===== config.mk =====
export PLATFORM = sky130hd
export DESIGN_NAME = c16_mem_bridge
export DESIGN_NICKNAME = d
export VERILOG_FILES = /design/src/c16_mem_pkg.sv /design/src/c16_mem_bridge.sv /design/src/dram_addr_latch.sv /design/src/inject_fsm.sv /design/src/mem_mux.sv /design/src/slot_timer.sv /design/src/zp_shadow.sv
export SDC_FILE = /design/constraint.sdc
export NUM_CORES = 1
export LEC_CHECK = 0
export ABC_AREA = 1
export BUFFER_PORTS_ARGS = -buffer_cell sky130_fd_sc_hd__buf_2
export CORE_ASPECT_RATIO = 0.6
export CORE_MARGIN = 4
export CORE_UTILIZATION = 35
export DETAILED_ROUTE_END_ITERATION = 7
export GPL_ROUTABILITY_DRIVEN = 0
export SYNTH_ARGS = -nofsm -noshare
export SYNTH_HDL_FRONTEND = slang
export SYNTH_SLANG_ARGS = --single-unit

===== constraint.sdc =====
create_clock -name clk28 -period 2.9 [get_ports clk28]
set_input_delay 0.29 -clock clk28 [delete_from_list [all_inputs] [get_ports clk28]]
set_output_delay 0.29 -clock clk28 [all_outputs]
set_load 0.05 [all_outputs]

===== src/c16_mem_pkg.sv =====
// -------------------------------------------------
// shared types and constants of the C16 memory bridge
// memory is 16 bits wide, byte addresses are 25 bits
// -------------------------------------------------
`default_nettype none

package c16_mem_pkg;

	// widths with a meaning of their own
	typedef logic [7:0]  byte_t;
	typedef logic [15:0] c16_addr_t;
	typedef logic [24:0] mem_baddr_t;
	typedef logic [23:0] mem_waddr_t;
	typedef logic [13:0] rom_addr_t;
	typedef logic [3:0]  slot_cnt_t;

	// ROM images live above the 64k of C16 RAM
	localparam mem_baddr_t ROM_MEM_START = 25'h10000;
	localparam mem_baddr_t KERNAL_OFS    = 25'h4000;

	// io controller download indices
	localparam byte_t IDX_ROM    = 8'h00;
	localparam byte_t IDX_PRG    = 8'h01;
	localparam byte_t IDX_KERNAL = 8'h03;

	// low bytes of the BASIC pointers, high byte follows
	localparam c16_addr_t ZP_2D = 16'h002d;
	localparam c16_addr_t ZP_2F = 16'h002f;
	localparam c16_addr_t ZP_31 = 16'h0031;
	localparam c16_addr_t ZP_9D = 16'h009d;
	localparam byte_t     ZP_MISS = 8'hff;

	// multiplexed DRAM and ROM bus of the core
	typedef struct packed {
		logic      ras;
		logic      cas;
		logic      rw;
		byte_t     a;
		byte_t     dout;
		logic      basic_sel;
		logic      kernal_sel;
		rom_addr_t rom_addr;
		logic [3:0] rom_sel;
	} c16_bus_t;

	typedef struct packed {
		logic       downloading;
		byte_t      index;
		logic       wr;
		mem_baddr_t addr;
		byte_t      data;
	} ioctl_t;

	// one request to the shared memory, ds is {upper, lower}
	typedef struct packed {
		mem_waddr_t  addr;
		logic [15:0] din;
		logic        we;
		logic        oe;
		logic [1:0]  ds;
	} mem_req_t;

	typedef struct packed {
		logic c16_slot;
		logic io_start;
		logic c16_start;
	} slot_t;

	typedef enum logic [2:0] {
		IDLE,
		LOAD_LO,
		LOAD_HI,
		STREAM,
		ROM_SKIP
	} inj_state_e;

endpackage

`default_nettype wire


===== src/c16_mem_bridge.sv =====
// -------------------------------------------------
// C16 memory bridge, core bus and io download to one
// shared 16 bit memory with a combinational read path
// -------------------------------------------------
`timescale 1ns/1ps
`default_nettype none

module c16_mem_bridge (
	input  logic                  clk28,
	input  logic                  reset,
	input  c16_mem_pkg::c16_bus_t c16_bus_i,
	input  c16_mem_pkg::ioctl_t   ioctl_i,
	input  logic                  mem_16k_i,
	input  logic [15:0]           mem_dout_i,
	output c16_mem_pkg::mem_req_t mem_req_o,
	output c16_mem_pkg::byte_t    c16_din_o,
	output logic                  c16_wait_o
);
	import c16_mem_pkg::*;

	slot_t      slot;
	c16_addr_t  c16_baddr;
	mem_req_t   c16_req;
	mem_req_t   inj_req;
	mem_baddr_t inj_addr;
	logic       rom_access;
	logic       prg_end;
	logic       zp_hit;
	byte_t      zp_ovl;

	slot_timer slot_timer_i (
		.clk28  (clk28),
		.reset  (reset),
		.ras_i  (c16_bus_i.ras),
		.slot_o (slot)
	);

	dram_addr_latch dram_addr_latch_i (
		.clk28        (clk28),
		.reset        (reset),
		.bus_i        (c16_bus_i),
		.mem_16k_i    (mem_16k_i),
		.c16_baddr_o  (c16_baddr),
		.c16_req_o    (c16_req),
		.rom_access_o (rom_access)
	);

	inject_fsm inject_fsm_i (
		.clk28      (clk28),
		.reset      (reset),
		.ioctl_i    (ioctl_i),
		.slot_i     (slot),
		.inj_req_o  (inj_req),
		.inj_addr_o (inj_addr),
		.prg_end_o  (prg_end),
		.c16_wait_o (c16_wait_o)
	);

	zp_shadow zp_shadow_i (
		.clk28        (clk28),
		.reset        (reset),
		.bus_i        (c16_bus_i),
		.c16_baddr_i  (c16_baddr),
		.rom_access_i (rom_access),
		.prg_end_i    (prg_end),
		.end_addr_i   (inj_addr),
		.hit_o        (zp_hit),
		.ovl_o        (zp_ovl)
	);

	mem_mux mem_mux_i (
		.slot_i       (slot),
		.c16_req_i    (c16_req),
		.c16_data_i   (c16_bus_i.dout),
		.inj_req_i    (inj_req),
		.c16_baddr0_i (c16_baddr[0]),
		.hit_i        (zp_hit),
		.ovl_i        (zp_ovl),
		.mem_dout_i   (mem_dout_i),
		.mem_req_o    (mem_req_o),
		.c16_din_o    (c16_din_o)
	);

endmodule

`default_nettype wire


===== src/dram_addr_latch.sv =====
// -------------------------------------------------
// rebuilds the CPU address from the row/column bus
// ROM banks map from ROM_MEM_START, 16k mode folds RAM
// -------------------------------------------------
`timescale 1ns/1ps
`default_nettype none

module dram_addr_latch (
	input  logic                  clk28,
	input  logic                  reset,
	input  c16_mem_pkg::c16_bus_t bus_i,
	input  logic                  mem_16k_i,
	output c16_mem_pkg::c16_addr_t c16_baddr_o,
	output c16_mem_pkg::mem_req_t  c16_req_o,
	output logic                  rom_access_o
);
	import c16_mem_pkg::*;

	logic      ras_q;
	logic      cas_q;
	byte_t     a_lo_q;
	byte_t     a_hi_q;
	logic [1:0] bank;
	c16_addr_t baddr;

	always_ff @(posedge clk28) begin
		if (reset) begin
			ras_q <= 1'b1;
			cas_q <= 1'b1;
		end else begin
			ras_q <= bus_i.ras;
			cas_q <= bus_i.cas;
		end
	end

	// row byte on falling ras, column byte on falling cas
	always_ff @(posedge clk28) begin
		if (ras_q && !bus_i.ras)
			a_lo_q <= bus_i.a;
		if (cas_q && !bus_i.cas)
			a_hi_q <= bus_i.a;
	end

	assign rom_access_o = (!bus_i.basic_sel || !bus_i.kernal_sel) && bus_i.rw;

	// kernal 0, basic 1, function low 2, function high 3
	// cartridge selects are not mapped and fall back to the kernal
	always_comb begin
		casez ({bus_i.basic_sel, bus_i.rom_sel})
			5'b1_00??: bank = 2'd0;
			5'b1_10??: bank = 2'd3;
			5'b0_??00: bank = 2'd1;
			5'b0_??10: bank = 2'd2;
			default:   bank = 2'd0;
		endcase
	end

	assign baddr       = rom_access_o ? {bank, bus_i.rom_addr} : {a_hi_q, a_lo_q};
	assign c16_baddr_o = baddr;

	always_comb begin
		// rom word base 0x8000 is ROM_MEM_START in byte terms
		if (rom_access_o)
			c16_req_o.addr = {8'd0, 1'b1, bank, bus_i.rom_addr[13:1]};
		else if (mem_16k_i)
			c16_req_o.addr = {9'd0, 1'b0, baddr[13:8], 1'b0, baddr[7:1]};
		else
			c16_req_o.addr = {9'd0, baddr[15:1]};
		// write data lanes are filled in by mem_mux
		c16_req_o.din = '0;
		c16_req_o.we  = !bus_i.cas && !bus_i.rw;
		c16_req_o.oe  = (!bus_i.cas && bus_i.rw) || rom_access_o;
		c16_req_o.ds  = {baddr[0], ~baddr[0]};
	end

endmodule

`default_nettype wire


===== src/inject_fsm.sv =====
// -------------------------------------------------
// PRG and ROM download into memory during io slots
// downloading must rise before the first byte strobe
// a byte arriving while one is pending replaces it
// -------------------------------------------------
`timescale 1ns/1ps
`default_nettype none

module inject_fsm (
	input  logic                    clk28,
	input  logic                    reset,
	input  c16_mem_pkg::ioctl_t     ioctl_i,
	input  c16_mem_pkg::slot_t      slot_i,
	output c16_mem_pkg::mem_req_t   inj_req_o,
	output c16_mem_pkg::mem_baddr_t inj_addr_o,
	output logic                    prg_end_o,
	output logic                    c16_wait_o
);
	import c16_mem_pkg::*;

	inj_state_e state_q;
	mem_baddr_t addr_q;
	byte_t      data_q;
	byte_t      wdata_q;
	logic       pend_q;
	logic       we_q;
	logic [1:0] prg_dl_q;
	logic       prg_end_q;
	logic       prg_dl;
	logic       rom_dl;

	assign prg_dl = ioctl_i.downloading && (ioctl_i.index == IDX_PRG);
	assign rom_dl = ioctl_i.downloading &&
		((ioctl_i.index == IDX_ROM) || (ioctl_i.index == IDX_KERNAL));

	// core is held for the whole download
	assign c16_wait_o = prg_dl | rom_dl;

	always_ff @(posedge clk28) begin
		if (reset) begin
			state_q   <= IDLE;
			pend_q    <= 1'b0;
			we_q      <= 1'b0;
			prg_dl_q  <= 2'b00;
			prg_end_q <= 1'b0;
		end else begin
			// end of prg download, two cycles after the fall
			prg_dl_q  <= {prg_dl_q[0], prg_dl};
			prg_end_q <= prg_dl_q[1] & ~prg_dl_q[0];

			// io slot starts, pending byte goes out
			if (slot_i.io_start) begin
				we_q    <= pend_q;
				wdata_q <= data_q;
				pend_q  <= 1'b0;
			end
			// C16 slot starts, write is done
			if (slot_i.c16_start && we_q) begin
				we_q   <= 1'b0;
				addr_q <= addr_q + mem_baddr_t'(1);
			end

			case (state_q)
				IDLE: begin
					if (prg_dl) begin
						state_q <= LOAD_LO;
					end else if (rom_dl && ioctl_i.index == IDX_KERNAL) begin
						addr_q  <= ROM_MEM_START;
						state_q <= STREAM;
					end else if (rom_dl) begin
						state_q <= ROM_SKIP;
					end
				end
				// first two prg bytes are the load address
				LOAD_LO: if (ioctl_i.wr) begin
					addr_q[7:0] <= ioctl_i.data;
					state_q     <= LOAD_HI;
				end
				LOAD_HI: if (ioctl_i.wr) begin
					addr_q[24:8] <= {9'd0, ioctl_i.data};
					state_q      <= STREAM;
				end
				// full rom image, skip up to the kernal
				ROM_SKIP: if (ioctl_i.wr && ioctl_i.addr == KERNAL_OFS) begin
					addr_q  <= ROM_MEM_START;
					data_q  <= ioctl_i.data;
					pend_q  <= 1'b1;
					state_q <= STREAM;
				end
				STREAM: if (ioctl_i.wr) begin
					data_q <= ioctl_i.data;
					pend_q <= 1'b1;
				end
				default: state_q <= IDLE;
			endcase

			// leave on end of download, a pending write still finishes
			if (!ioctl_i.downloading)
				state_q <= IDLE;
		end
	end

	assign inj_req_o.addr = addr_q[24:1];
	assign inj_req_o.din  = {wdata_q, wdata_q};
	assign inj_req_o.we   = we_q;
	assign inj_req_o.oe   = 1'b0;
	assign inj_req_o.ds   = {addr_q[0], ~addr_q[0]};
	assign inj_addr_o     = addr_q;
	assign prg_end_o      = prg_end_q;

endmodule

`default_nettype wire


===== src/mem_mux.sv =====
// -------------------------------------------------
// shares the memory port between C16 and injector
// read data is valid while the C16 slot is open
// -------------------------------------------------
`timescale 1ns/1ps
`default_nettype none

module mem_mux (
	input  c16_mem_pkg::slot_t    slot_i,
	input  c16_mem_pkg::mem_req_t c16_req_i,
	input  c16_mem_pkg::byte_t    c16_data_i,
	input  c16_mem_pkg::mem_req_t inj_req_i,
	input  logic                  c16_baddr0_i,
	input  logic                  hit_i,
	input  c16_mem_pkg::byte_t    ovl_i,
	input  logic [15:0]           mem_dout_i,
	output c16_mem_pkg::mem_req_t mem_req_o,
	output c16_mem_pkg::byte_t    c16_din_o
);

	// C16 owns the high half of the slot, io the low half
	always_comb begin
		if (slot_i.c16_slot) begin
			mem_req_o     = c16_req_i;
			// cpu byte goes on both lanes, ds picks one
			mem_req_o.din = {c16_data_i, c16_data_i};
		end else begin
			mem_req_o = inj_req_i;
		end
	end

	// shadow registers overlay RAM, otherwise pick the byte lane
	always_comb begin
		if (hit_i)
			c16_din_o = ovl_i;
		else if (c16_baddr0_i)
			c16_din_o = mem_dout_i[15:8];
		else
			c16_din_o = mem_dout_i[7:0];
	end

endmodule

`default_nettype wire


===== src/slot_timer.sv =====
// -------------------------------------------------
// 16 cycle slot timer locked to the falling RAS
// low half is the io slot, high half the C16 slot
// -------------------------------------------------
`timescale 1ns/1ps
`default_nettype none

module slot_timer (
	input  logic               clk28,
	input  logic               reset,
	input  logic               ras_i,
	output c16_mem_pkg::slot_t slot_o
);
	import c16_mem_pkg::*;

	slot_cnt_t cnt_q;
	slot_cnt_t cnt_d;
	logic      ras_q;
	logic      io_start_q;
	logic      c16_start_q;

	// restart on falling ras, free running otherwise
	always_comb begin
		if (ras_q && !ras_i)
			cnt_d = '0;
		else
			cnt_d = cnt_q + slot_cnt_t'(1);
	end

	always_ff @(posedge clk28) begin
		if (reset) begin
			ras_q       <= 1'b1;
			cnt_q       <= '0;
			io_start_q  <= 1'b0;
			c16_start_q <= 1'b0;
		end else begin
			ras_q <= ras_i;
			cnt_q <= cnt_d;
			// pulses line up with the first cycle of the new slot
			io_start_q  <= cnt_q[3] & ~cnt_d[3];
			c16_start_q <= ~cnt_q[3] & cnt_d[3];
		end
	end

	assign slot_o.c16_slot  = cnt_q[3];
	assign slot_o.io_start  = io_start_q;
	assign slot_o.c16_start = c16_start_q;

endmodule

`default_nettype wire


===== src/zp_shadow.sv =====
// -------------------------------------------------
// BASIC pointer shadows at 0x2d, 0x2f, 0x31, 0x9d
// contents are undefined until written or loaded
// -------------------------------------------------
`timescale 1ns/1ps
`default_nettype none

module zp_shadow (
	input  logic                    clk28,
	input  logic                    reset,
	input  c16_mem_pkg::c16_bus_t   bus_i,
	input  c16_mem_pkg::c16_addr_t  c16_baddr_i,
	input  logic                    rom_access_i,
	input  logic                    prg_end_i,
	input  c16_mem_pkg::mem_baddr_t end_addr_i,
	output logic                    hit_o,
	output c16_mem_pkg::byte_t      ovl_o
);
	import c16_mem_pkg::*;

	logic [15:0] zp_q [4];
	c16_addr_t   zp_base [4];
	logic [3:0]  sel_lo;
	logic [3:0]  sel_hi;
	logic        cas_q;
	logic        wr_stb_q;

	always_comb begin
		zp_base[0] = ZP_2D;
		zp_base[1] = ZP_2F;
		zp_base[2] = ZP_31;
		zp_base[3] = ZP_9D;
		for (int i = 0; i < 4; i++) begin
			sel_lo[i] = (c16_baddr_i == zp_base[i]);
			sel_hi[i] = (c16_baddr_i == zp_base[i] + c16_addr_t'(1));
		end
	end

	// write strobe one cycle after falling cas, address is settled
	always_ff @(posedge clk28) begin
		if (reset) begin
			cas_q    <= 1'b1;
			wr_stb_q <= 1'b0;
		end else begin
			cas_q    <= bus_i.cas;
			wr_stb_q <= !bus_i.cas && cas_q;
		end
	end

	// end of prg load wins over a cpu write
	always_ff @(posedge clk28) begin
		for (int i = 0; i < 4; i++) begin
			if (prg_end_i) begin
				zp_q[i] <= end_addr_i[15:0] + 16'd1;
			end else if (wr_stb_q && !bus_i.rw) begin
				if (sel_lo[i])
					zp_q[i][7:0] <= bus_i.dout;
				if (sel_hi[i])
					zp_q[i][15:8] <= bus_i.dout;
			end
		end
	end

	assign hit_o = !rom_access_i && ((|sel_lo) || (|sel_hi));

	always_comb begin
		ovl_o = ZP_MISS;
		for (int i = 0; i < 4; i++) begin
			if (sel_lo[i])
				ovl_o = zp_q[i][7:0];
			if (sel_hi[i])
				ovl_o = zp_q[i][15:8];
		end
	end

endmodule

`default_nettype wire

Yosys cells after proc, flatten, opt, wreduce, memory -nomap -nowiden
Memory sizes are Yosys's and may differ from the RTL's.
Cells that the tools add are included.
{"block": "totals", "reg_bits": 74, "ram_bits": 64, "in_bits": 101, "output_inout_bits": 53, "word_cells": 177, "n_memories": 1}
{"name": "zp_shadow_i.zp_q", "depth": 4, "word_bits": 16, "read_ports": 4, "rd_clocked_by_memory_dff": 0, "write_ports": 4, "line": "zp_shadow.sv:21", "source": "logic [15:0] zp_q [4];"}
{"block": "op_classes", "add_sub_neg": 3, "eq_ne": 22, "muxes": 80, "bitwise_logic": 20, "n_reduce_logical": 34}
{"operator": "$mux 8", "n": 21}
{"operator": "$mux 25", "n": 4}
{"operator": "$eq 16x6->1 const B", "n": 6}
{"operator": "$pmux 17 s3", "n": 1}
{"operator": "$mux 44", "n": 1}
{"operator": "$mux 1", "n": 37}
{"operator": "$eq 16x8->1 const B", "n": 2}
{"operator": "$add 25x1->25 const B", "n": 1}
{"operator": "$eq 25x15->1 const B", "n": 1}
{"operator": "$mux 24", "n": 1}
{"operator": "$pmux 8 s3", "n": 1}
{"operator": "$mux 3", "n": 6}
{"operator": "$mux 17", "n": 1}
{"operator": "$add 16x1->16 const B", "n": 1}
{"operator": "$mux 16", "n": 1}
{"operator": "$pmux 8 s2", "n": 1}
{"operator": "$mux 15", "n": 1}
{"operator": "$pmux 3 s5", "n": 1}
{"operator": "$logic_and 1x1->1", "n": 12}
{"operator": "$eq 3x2->1 const B", "n": 3}
{"operator": "$or 1x1->1", "n": 9}
{"operator": "$eq 8x1->1 const B", "n": 1}
{"operator": "$eq 8x2->1 const B", "n": 1}
{"operator": "$logic_not 8->1", "n": 1}
{"operator": "20 further kinds", "n": 44}

Longest topological paths before layout
Gate-level depths: netlist of run 1.
{"block": "depth", "word_depth": 14, "mapped_depth": 21, "mapped_depth_nobuf": 18}

Hierarchy
Synthesis of run 1 repeated with hierarchy kept, for this count alone.
{"block": "hier_totals", "cells_unflattened": 1280, "hier_area_um2": 9929.5}
{"module": "zp_shadow", "instances": 1, "cells_each": 474, "area_each_um2": 4008.8, "seq_area_each_um2": 1961.9}
{"module": "inject_fsm", "instances": 1, "cells_each": 432, "area_each_um2": 3383.2, "seq_area_each_um2": 1391.3}
{"module": "dram_addr_latch", "instances": 1, "cells_each": 152, "area_each_um2": 1267.5, "seq_area_each_um2": 520.5}
{"module": "mem_mux", "instances": 1, "cells_each": 193, "area_each_um2": 1013.5, "seq_area_each_um2": 0.0}
{"module": "slot_timer", "instances": 1, "cells_each": 29, "area_each_um2": 256.5, "seq_area_each_um2": 140.1}

Worst setup path after synthesis of run 1
No wires, ideal clock.
{"block": "synth_path", "kind": "flip-flop to output port", "start": "reg slot_timer_i.cnt_q[3]", "end": "out mem_req_o[17] (netlist name)", "arrival_ps": 2317, "required_ps": 2610, "path_slack_ps": 293, "path_stages_with_launch": 6, "cell_sequence": "dfxtp_1 -> clkbuf_1 -> inv_1 -> clkbuf_1 -> o21ai_0 -> buf_4"}
{"item": "from (decl)", "line": "slot_timer.sv:16", "source": "slot_cnt_t cnt_q;"}
{"item": "from (signal assigned)", "line": "slot_timer.sv:38", "source": "cnt_q <= cnt_d;"}
{"item": "to (decl)", "line": "c16_mem_bridge.sv:15", "source": "output c16_mem_pkg::mem_req_t mem_req_o,"}

Final worst setup path of run 1
{"block": "layout_path", "start": "in c16_bus_i[19] (netlist name)", "end": "out c16_din_o[2]"}
{"block": "layout_between", "elab_chain_len": 14, "word_cells_on_any_way": 31}
{"item": "from (decl)", "line": "c16_mem_bridge.sv:11", "source": "input c16_mem_pkg::c16_bus_t c16_bus_i,"}
{"item": "branches (longest 13 deep; another with $mux 16)"}
{"item": "$mux 8 *", "line": "mem_mux.sv:34", "source": "if (hit_i)"}
{"item": "to (decl)", "line": "c16_mem_bridge.sv:16", "source": "output c16_mem_pkg::byte_t c16_din_o,"}
Every way passes the cells marked *.

==> results.md, run 1 <==
- Status: finished clean
- Sequential share of the synthesized area: between 40% and 50%
- # diodes: 0
- Worst-path fanout max: 21
- Post-synth top area share: 42.0%
- CTS tree: built
- I/O Pins: between 150 and 200
- Setup violators final: 0
- Critical path cell sequence: buf_2, nand2_4, nand2_8, buf_12, nand2_1, inv_1, a21oi_2, nand3_4, nor2_8, buf_12, nand2_4, nand3_1, nand2_1, nand2_1, nand2_1, nand2_1, nand2_1, nand2_1, nand2_1, buf_4
- Commonest register cell after synthesis: edfxtp_1
- Post-route insts no fill: about 1600
- Post-place instance area: ~9800 sq um
- Pin count of the biggest net entering global routing: 33
- Worst path slowest cell: nor2_8
- Detailed Route Iter0 Violations: around 1200
- Gr busiest metal: met1
- Syn Inst Count: 1078
- Met3 Usage GRT: approximately 7.4%
- Inst Count DP: ~1500
- First-pass GRT wire length: approximately 44000 um
- Post-synthesis async set-or-reset flop share: 0%
- RSZ-0062 raised after global routing: yes
- Syn Area/Cell: ~8 sq um
- Final worst path period share: 98.1%
- Die footprint: 27400 sq um
- Mapped Area: about 8700 sq um
- DIE WIDTH: 211 um
- Syn_nets: ~1200
- Site Rows: 44
- Ys Warns: 0
- Most frequent cell on the critical path: nand2_1
- EDFF count, synth: between 100 and 150
- CORE AREA: about 24000 sq um
- H-Tree Depth: 4
- VDD IR-drop max: 0.000416 V
- Hold path start: ioctl_i[1]
- Synth area leaders: edfxtp_1 (42%), nand2_1 (12%), o21ai_0 (5.8%)
- Port Buf Inserts: approximately 150
- Pins over their slew limit: 0
- Worst setup EP type: output pin
- Clk root buf: clkbuf_16
- Via count of the first global-routing pass: 7617
- Fmax: between 0.3 and 0.4 GHz
- Post-route cell area: around 11000 sq um
- Total gr overflow: 0
- Number of remaining DRC errors: 0
- PwrDens: 485 nW/um^2
- Place WS: -60.3 ps
- Detailed-placement wirelength estimate: about 22000 um
- Clk_skew: 11.8 ps
- CTS clk-pin slew, worst paths: 60 ps
- Fill count: around 2400
- Critical path type: in2out
- Post-synth cell types: 53
- Bufs on Longest Clock Path: 2
- Final Net Count: between 1000 and 1500
- Leading area contributor after synthesis: edfxtp_1
- Leak Pwr: 4.85 nW
- Tightest Pin Transition: between 800 and 900 ps
- Routed Antenna Nets: 0
- Crit path launch type: input pin
- Worst setup path start: c16_bus_i[19]
- Die Y: between 100 and 150 um
- Required time worst endpoint: roughly 2600 ps
- Share of cells above drive strength 1: between 20% and 30%
- Skew-Pair Late Insertion Delay: roughly 430 ps
- Critical Path Max Stage Delay: 230 ps
- Number of hold buffers added after cts: 0
- Max-cap violation count: 0
- Min Tclk post-route: 2850 ps
- Rel. slew slack: ~46%
- Most frequent cells in the layout: nand2_1 (256), buf_2 (145), inv_1 (130), edfxtp_1 (121), nor2_1 (97)
- DR vias: approximately 8400
- Class of the worst hold path: in2reg
- Flops & latches, synth: between 100 and 150
- CTS sink cnt: 138
- Met2 Use GR: a little over a quarter
- GRT Total Usage: between 20% and 30%
- CTS Buf Count: 17
- Final hold violations: 0
- Critical R2R Launch: inject_fsm_i.inj_addr_o[0]$_DFFE_PN_
- Initial antenna violation count: 0
- Total Power: 0.00521 W
- GR Util met1: around 34%
- Area of the multi-input gates: approximately 4000 sq um
- DR pass1 iterations: 8
- Via-to-Cell Ratio: roughly 5.3
- Total Wirelength: between 20000 and 30000 um
- Data arrival time at the worst-slack endpoint: approximately 2600 ps
- Area Growth Syn to Fin: 24.2%
- DR WL/cell: 18.7 um
- Worst Slack Setup Final: between 50 and 60 ps
- Register area: 3970 sq um
- Initial core utilization: 35.7%
- Most common cell after layout, fill and taps aside: nand2_1
registers in the layout, summed over array words and instances, names as in the netlist, 2 cells and up:
signal                    flops
dram_addr_latch_i.a_lo_q      8
inject_fsm_i.inj_addr_o      25
zp_shadow_i.zp_q             64
inject_fsm_i.data_q           8
inject_fsm_i.wdata_q          8
inject_fsm_i.state_q          3
dram_addr_latch_i.a_hi_q      8
slot_timer_i.cnt_q            4
inject_fsm_i.prg_dl_q         2
worst paths after layout:
| path | endpoint | slack, ps | cells after the start |
|---|---|---|---|
| min | inject_fsm_i.data_q[1]$_DFFE_PP_ | 60 | 1 |
| min reg2reg | inject_fsm_i.prg_end_o$_SDFF_PP0_ | 410 | 1 |
| max reg2reg | inject_fsm_i.inj_addr_o[14]$_DFFE_PN_ | 300 | 13 |
| max | c16_din_o[2] | 50 | 20 |
metrics by stage:
step	hold WS, ps	TNS (ps)	utilization [%]
after floorplan	389	0	-
after global placement	404	0	40.5
after detailed placement	404	-446	40.5
after CTS	56.8	0	43.1
after global routing	48.3	-602	44.3
final	61.1	0	44.3
per-layer routing:
layer	share of wire, %	up-vias
li1	-	3960
met1	48	3842
met2	36	592
met3	14	23
met4	1.0	0
met5	0	-
synth_stat cells, drive strengths merged (3+ instances only):
cell type    n
inv        138
xor2        15
buf         31
nor2       113
nand4       25
a31oi        9
o22ai        5
o21ai      156
o211ai      11
nand2      288
nand3       61
clkbuf      17
nor3        18
a21oi       13
dfxtp       17
or2         12
edfxtp     121
clkinv       3
nor4         8
power breakdown:
group | internal [W] | switching [W] | total (W)
combinational | 0.000241 | 0.000535 | 0.000776
clock | 0.00127 | 0.000905 | 0.00218
sequential | 0.00221 | 0.0000436 | 0.00226
critical path: cells and delay by family:
family	cells	cell delay (ps)
AOI/OAI and AO/OA	1	150
and+or+nand+nor	14	1370
buffers and inverters	5	740
final cells by class:
class	count	area share (%)
clock inverter	13	1.34
multi-input combinational	753	37.0
timing repair buffer	203	12.0
inverter	141	4.93
sequential	138	36.9
clock buffer	19	4.03
tap	322	3.75
kinds of logic (layout without fill, tap and decap cells):
kind of cell / after synthesis / count (layout) / synth area share (%)
simple gates: 529 / 530 / 29.1
compound gates: 201 / 202 / 12.9
buf+inv: 189 / 376 / 9.83
flops: 138 / 138 / 45.9
xor+xnor: 17 / 17 / 1.72
fa+ha+maj: 2 / 2 / 0.289
mux: 2 / 2 / 0.231
what timing repair did:
| action | CTS | global route |
|---|---|---|
| buffers inserted | 0 | 9 |
| resized for setup | 6 | 52 |
| endpoints found under the setup margin | 8 | 8 |
| pin swaps | 2 | 12 |
| cloned | 2 | 2 |
Power figures use the tool's default switching activity.
==> run 2: changes to the inputs <==
Settings changed: CAP_MARGIN set to 20.
Clock period 2.9 ns to 3.1 ns, I/O delays scaled along.
==> results.md, run 2 (synthesis results as in run 1) <==
- Required time worst endpoint: 2790 ps (was 2610 ps)
- # diodes: 0 (unchanged)
- Most common cell after layout, fill and taps aside: nand2_1 (unchanged)
- Pins over their slew limit: 0 (unchanged)
- Most flops, register: zp_shadow_i.zp_q (unchanged)
- Critical path type: in2out (unchanged)
- Setup violators final: 0 (unchanged)
- Number of remaining DRC errors: 0 (unchanged)
- Skew-Pair Late Insertion Delay: 430 ps (about the same)
- Tightest Pin Transition: 848 ps (was 806 ps)
- Share of cells above drive strength 1: 23.8% (was 26.0%)
- Crit path launch type: input pin (unchanged)
- Detailed-placement wirelength estimate: 22500 um (was 22300 um)
- Status: finished clean (unchanged)
- Via-to-Cell Ratio: 5.31 (was 5.30)
- Initial core utilization: 35.7% (unchanged)
- CTS Buf Count: 17 (unchanged)
- DR pass1 iterations: 6 (was 8)
- Worst setup EP type: output pin (unchanged)
- Worst-path fanout max: 30 (was 21)
- First-pass GRT wire length: 44100 um (was 44300 um)
- Min Tclk post-route: around 3000 ps
- Pin count of the biggest net entering global routing: 33 (unchanged)
- RSZ-0062 raised after global routing: yes (unchanged)
- Total gr overflow: 0 (unchanged)
- Port Buf Inserts: 153 (unchanged)
- Class of the worst hold path: in2reg (unchanged)
- Max-cap violation count: 0 (unchanged)
- DR vias: 8418 (was 8417)
- Worst path slowest cell: nor2_8 (unchanged)
- Clk root buf: clkbuf_16 (unchanged)
- Most frequent cell on the critical path: nand2_1 (unchanged)
- Area Growth Syn to Fin: 21.9% (was 24.2%)
- VDD IR-drop max: 0.000421 V (was 0.000416 V)
- Final worst path period share: between 90% and 100%
- Hold Path Stages: 1 (unchanged)
- Total Wirelength: 29900 um (was 29700 um)
- Bufs on Longest Clock Path: 2 (unchanged)
- CTS sink cnt: 138 (unchanged)
- Number of hold buffers added after cts: 0 (unchanged)
- Via count of the first global-routing pass: 7391 (was 7617)
- Die Y: 130 um (unchanged)
- PwrDens: 458 nW/um^2 (was 485 nW/um^2)
- Leak Pwr: 4.77 nW (was 4.85 nW)
- Most frequent cells in the layout: nand2_1 (268), buf_2 (145), inv_1 (132), edfxtp_1 (121), nor2_1 (101) (was nand2_1 (256), buf_2 (145), inv_1 (130), edfxtp_1 (121), nor2_1 (97))
- DR WL/cell: 18.9 um (was 18.7 um)
- CTS tree: built (unchanged)
- CORE AREA: 24300 sq um (unchanged)
- Fmax: about 0.34 GHz
- Rel. slew slack: 43.3% (was 46.1%)
- Site Rows: 44 (unchanged)
- CTS clk-pin slew, worst paths: 60 ps (about the same)
- Fill count: 2436 (was 2387)
- Setup TNS: 0 ps (unchanged)
- Initial antenna violation count: 1 (was 0)
- Detailed Route Iter0 Violations: 1159 (was 1175)
- H-Tree Depth: 4 (unchanged)
- Data arrival time at the worst-slack endpoint: 2660 ps (was 2560 ps)
- I/O Pins: 154 (unchanged)
- R2R depth: 12 (was 13)
- DIE WIDTH: 211 um (unchanged)
- GRT Total Usage: 21.2% (about the same)
- Final hold violations: 0 (unchanged)
- Critical path cell sequence: buf_2, nand2_4, nand2_4, buf_6, nand2_1, inv_1, a21oi_2, nand3_4, nor2_8, buf_12, nand3_1, nand2_1, inv_1, nand2_1, nand2_1, nand2_1, nand2_1, nand2_1, nand2_1, nand2_1, clkbuf_4 (was buf_2, nand2_4, nand2_8, buf_12, nand2_1, inv_1, a21oi_2, nand3_4, nor2_8, buf_12, nand2_4, nand3_1, nand2_1, nand2_1, nand2_1, nand2_1, nand2_1, nand2_1, nand2_1, buf_4)
- Die footprint: 27400 sq um (unchanged)
- Critical Path Max Stage Delay: 270 ps (was 230 ps)
- Routed Antenna Nets: 0 (unchanged)
- Clk_skew: 10.0 ps (was 11.8 ps)
- Place WS: 79.0 ps (was -60.3 ps)
- Max reg flops: 64 (unchanged)
- Final Net Count: 1352 (was 1357)
- Worst Slack Setup Final: 127 ps (was 54.2 ps)
## run 2: cell count changes in the layout (fill, tap and decap cells not counted), sizes merged
cell	previous run	this run
nand4	25	26
inv	141	140
clkinvlp	1	2
clkbuf	20	26
buf	202	190
## run 2: worst paths after layout
kind                                   startpoint                               endpoint  slack (ps)
min                                 c16_bus_i[34]  dram_addr_latch_i.a_lo_q[6]$_DFFE_PP_          70
max reg2reg  inject_fsm_i.inj_addr_o[0]$_DFFE_PN_  inject_fsm_i.inj_addr_o[14]$_DFFE_PN_         400
max                                 c16_bus_i[19]                           c16_din_o[2]         130
min reg2reg   inject_fsm_i.prg_dl_q[0]$_SDFF_PP0_      inject_fsm_i.prg_end_o$_SDFF_PP0_         420
## run 2: report_power, final
group,leakage (nW),internal (W),switching (W),total (W)
logic,3.25,0.000214,0.000503,0.000717
clock network,0.268,0.00118,0.000832,0.00201
registers,1.26,0.00207,0.0000380,0.00211
total,4.77,0.00346,0.00137,0.00483
## run 2: area by class of cell
cell class,count,area [sq um],area share (%)
clock buffer,19,433,4.10
clock inverter,13,126,1.20
inverter,141,536,5.08
multi-input combinational,754,3920,37.2
sequential,138,3970,37.7
tap,322,403,3.82
timing repair buffer,197,1160,11.0
## run 2: timing repair
item / in CTS / in global routing
gates resized for setup: 0 / 22
buffers inserted: 0 / 8
setup endpoints to repair: 0 / 8
## run 2: per-stage QoR
stage,std cells,power [W],cell area [sq um],hold slack [ps],util (%)
global route,1584,0.00500,10500,62.5,43.4
finish,1584,0.00483,10500,68.1,43.4
floorplan,1078,0.00257,8660,390,-
global placement,1541,0.00282,9790,406,40.3
CTS,1573,0.00480,10300,60.0,42.6
detailed placement,1541,0.00283,9790,407,40.3
## run 2: layer usage
metal / vias to the layer above / GRT usage (%) / share of wire, %
met3: 32 / 6.78 / 15
met1: 3894 / 34.1 / 48
met4: 2 / 4.19 / 1.1
li1: 3951 / - / -
met5: - / 0 / 0.043
met2: 539 / 27.0 / 36
## run 2: worst max-delay path: cells and delay by family
| family | cells | cell delay [ps] |
|---|---|---|
| compound gates | 1 | 150 |
| buf+inv | 6 | 860 |
| simple gates | 14 | 1310 |
==> run 3: changes to the inputs <==
Settings changed: CORE_UTILIZATION 35 to 57, PLACE_DENSITY set to 0.81.
==> results.md, run 3 (synthesis results as in run 1) <==
- Total Wirelength: 27400 um (was 29900 um)
- Final hold violations: 0 (unchanged)
- Worst-path fanout max: 20 (was 30)
- Die footprint: 17300 sq um (was 27400 sq um)
- CTS sink cnt: 138 (unchanged)
- I/O Pins: 154 (unchanged)
- Critical path type: in2out (unchanged)
- Critical path cell sequence: buf_2, nand2_4, nand2_4, buf_6, nand2_1, o21ai_2, nor2_2, nand2_4, inv_2, nand4_4, nand3_2, o21ai_4, o211ai_1, nand2_1, buf_2 (was buf_2, nand2_4, nand2_4, buf_6, nand2_1, inv_1, a21oi_2, nand3_4, nor2_8, buf_12, nand3_1, nand2_1, inv_1, nand2_1, nand2_1, nand2_1, nand2_1, nand2_1, nand2_1, nand2_1, clkbuf_4)
- Final worst path period share: 96.3% (was 95.9%)
- Post-route insts no fill: 1450 (was 1584)
- Status: finished clean (unchanged)
- Data arrival time at the worst-slack endpoint: 2680 ps (was 2660 ps)
- Crit path launch type: input pin (unchanged)
- DR WL/cell: 18.9 um (about the same)
- CTS tree: built (unchanged)
- Number of remaining DRC errors: 0 (unchanged)
- Setup TNS: 0 ps (unchanged)
- CP top delay family: simple AND/OR/NAND/NOR gates (unchanged)
- Post-place instance area: 9580 sq um (was 9790 sq um)
- Pin count of the biggest net entering global routing: 33 (unchanged)
- VDD IR-drop max: 0.000441 V (was 0.000421 V)
- Worst setup EP type: output pin (unchanged)
- Bufs on Longest Clock Path: 2 (unchanged)
- Final Net Count: 1342 (was 1352)
- Crit path buffers/inverters: 4 (was 6)
- CORE AREA: 14700 sq um (was 24300 sq um)
- CTS clk-pin slew, worst paths: 70 ps (was 60 ps)
- Setup violators final: 0 (unchanged)
- Via count of the first global-routing pass: 7736 (was 7391)
- Rel. slew slack: 37.3% (was 43.3%)
- # diodes: 0 (unchanged)
- Most frequent cells in the layout: nand2_1 (269), buf_2 (148), inv_1 (132), edfxtp_1 (121) (was nand2_1 (268), buf_2 (145), inv_1 (132), edfxtp_1 (121), nor2_1 (101))
- Number of hold buffers added after cts: 0 (unchanged)
- Post-route cell area: 10300 sq um (was 10500 sq um)
- Total gr overflow: 0 (unchanged)
- Initial antenna violation count: 0 (was 1)
- Most frequent cell on the critical path: nand2_4 (was nand2_1)
- Fmax: 0.335 GHz (was 0.336 GHz)
- Worst path slowest cell: o21ai_4 (was nor2_8)
- Share of cells above drive strength 1: 23.6% (was 23.8%)
- Clk root buf: clkbuf_16 (unchanged)
- CTS Buf Count: 17 (unchanged)
- H-Tree Depth: 4 (unchanged)
- Final core utilization: 70.0% (was 43.4%)
- Pins over their slew limit: 0 (unchanged)
- DR pass1 iterations: 8 (was 6)
- Required time worst endpoint: 2790 ps (about the same)
- Port Buf Inserts: 153 (unchanged)
- Most common cell after layout, fill and taps aside: nand2_1 (unchanged)
- Leak Pwr: 4.73 nW (was 4.77 nW)
- Inst Count DP: 1411 (was 1541)
- Detailed Route Iter0 Violations: 1220 (was 1159)
- Max reg flops: 64 (unchanged)
- Critical Path Max Stage Delay: 340 ps (was 270 ps)
- Detailed-placement wirelength estimate: 20400 um (was 22500 um)
- Area Growth Syn to Fin: 18.6% (was 21.9%)
- DIE WIDTH: 167 um (was 211 um)
- Initial core utilization: 59.0% (was 35.7%)
- Routed Antenna Nets: 0 (unchanged)
- Min Tclk post-route: 2990 ps (was 2970 ps)
- Most flops, register: zp_shadow_i.zp_q (unchanged)
- PwrDens: 464 nW/um^2 (was 458 nW/um^2)
- Fin Hold WS: 77.7 ps (was 68.1 ps)
- Clk_skew: 12.0 ps (was 10.0 ps)
- Die Y: 103 um (was 130 um)
- Tightest Pin Transition: 940 ps (was 848 ps)
- GRT Total Usage: 31.8% (was 21.2%)
- Skew-Pair Late Insertion Delay: 430 ps (about the same)
- Class of the worst hold path: in2reg (unchanged)
- Max-cap violation count: 0 (unchanged)
- Via-to-Cell Ratio: 5.90 (was 5.31)
- Site Rows: 34 (was 44)
- First-pass GRT wire length: 42100 um (was 44100 um)
- DR vias: 8554 (was 8418)
-- run 3: changes by cell type in the layout (fill, tap and decap cells not counted), moves of 2 or more --
| cell | before | now |
|---|---|---|
| buf_4 | 41 | 33 |
| clkinv_1 | 6 | 2 |
| clkinv_4 | 1 | 5 |
| buf_2 | 145 | 148 |
| inv_6 | 2 | 5 |
| buf_12 | 3 | 1 |
| clkbuf_1 | 2 | 0 |
| clkbuf_4 | 7 | 5 |
-- run 3: layer usage --
metal | GRT usage (%) | wire length, um | vias to the layer above
li1 | - | - | 3928
met1 | 47.0 | 11100 | 3905
met2 | 44.8 | 10800 | 661
met3 | 11.1 | 4850 | 60
met4 | 8.49 | 592 | 0
met5 | 0 | 0 | -
-- run 3: layout make-up --
type,instances,area [sq um]
inverters,141,533
clock inverters,15,140
repair buffers,189,1070
fillers,1125,4410
well taps,198,248
clock buffers,17,425
multi-input cells,752,3870
flip-flops and latches,138,3970
-- run 3: report_power, final --
group | internal, W | total, W | switching [W] | leakage [nW]
clock | 0.00112 | 0.00197 | 0.000849 | 0.279
combinational | 0.000206 | 0.000684 | 0.000477 | 3.20
sequential | 0.00207 | 0.00211 | 0.0000384 | 1.26
total | 0.00339 | 0.00476 | 0.00136 | 4.73
-- run 3: what timing repair did --
| action | in CTS | in global routing |
|---|---|---|
| setup endpoints to repair | 0 | 8 |
| resized for setup | 0 | 15 |
| setup buffers | 0 | 6 |
| hold endpoints to repair | 0 | 0 |
-- run 3: final timing paths --
kind	from	to	slack, ps	depth (start not counted)
worst max-delay path	c16_bus_i[19]	c16_din_o[5]	110	15
worst min-delay path	c16_bus_i[28]	dram_addr_latch_i.a_lo_q[0]$_DFFE_PP_	80	1
worst max register to register	inject_fsm_i.inj_addr_o[2]$_DFFE_PN_	inject_fsm_i.inj_addr_o[11]$_DFFE_PN_	480	12
worst min register to register	inject_fsm_i.prg_dl_q[0]$_SDFF_PP0_	inject_fsm_i.prg_end_o$_SDFF_PP0_	420	1
-- run 3: through the flow --
step | setup WS, ps | power, W
global route | -3.45 | 0.00492
floorplan | 473 | 0.00257
global placement | 161 | 0.00279
CTS | 31.3 | 0.00473
finish | 115 | 0.00476
detailed placement | 102 | 0.00280
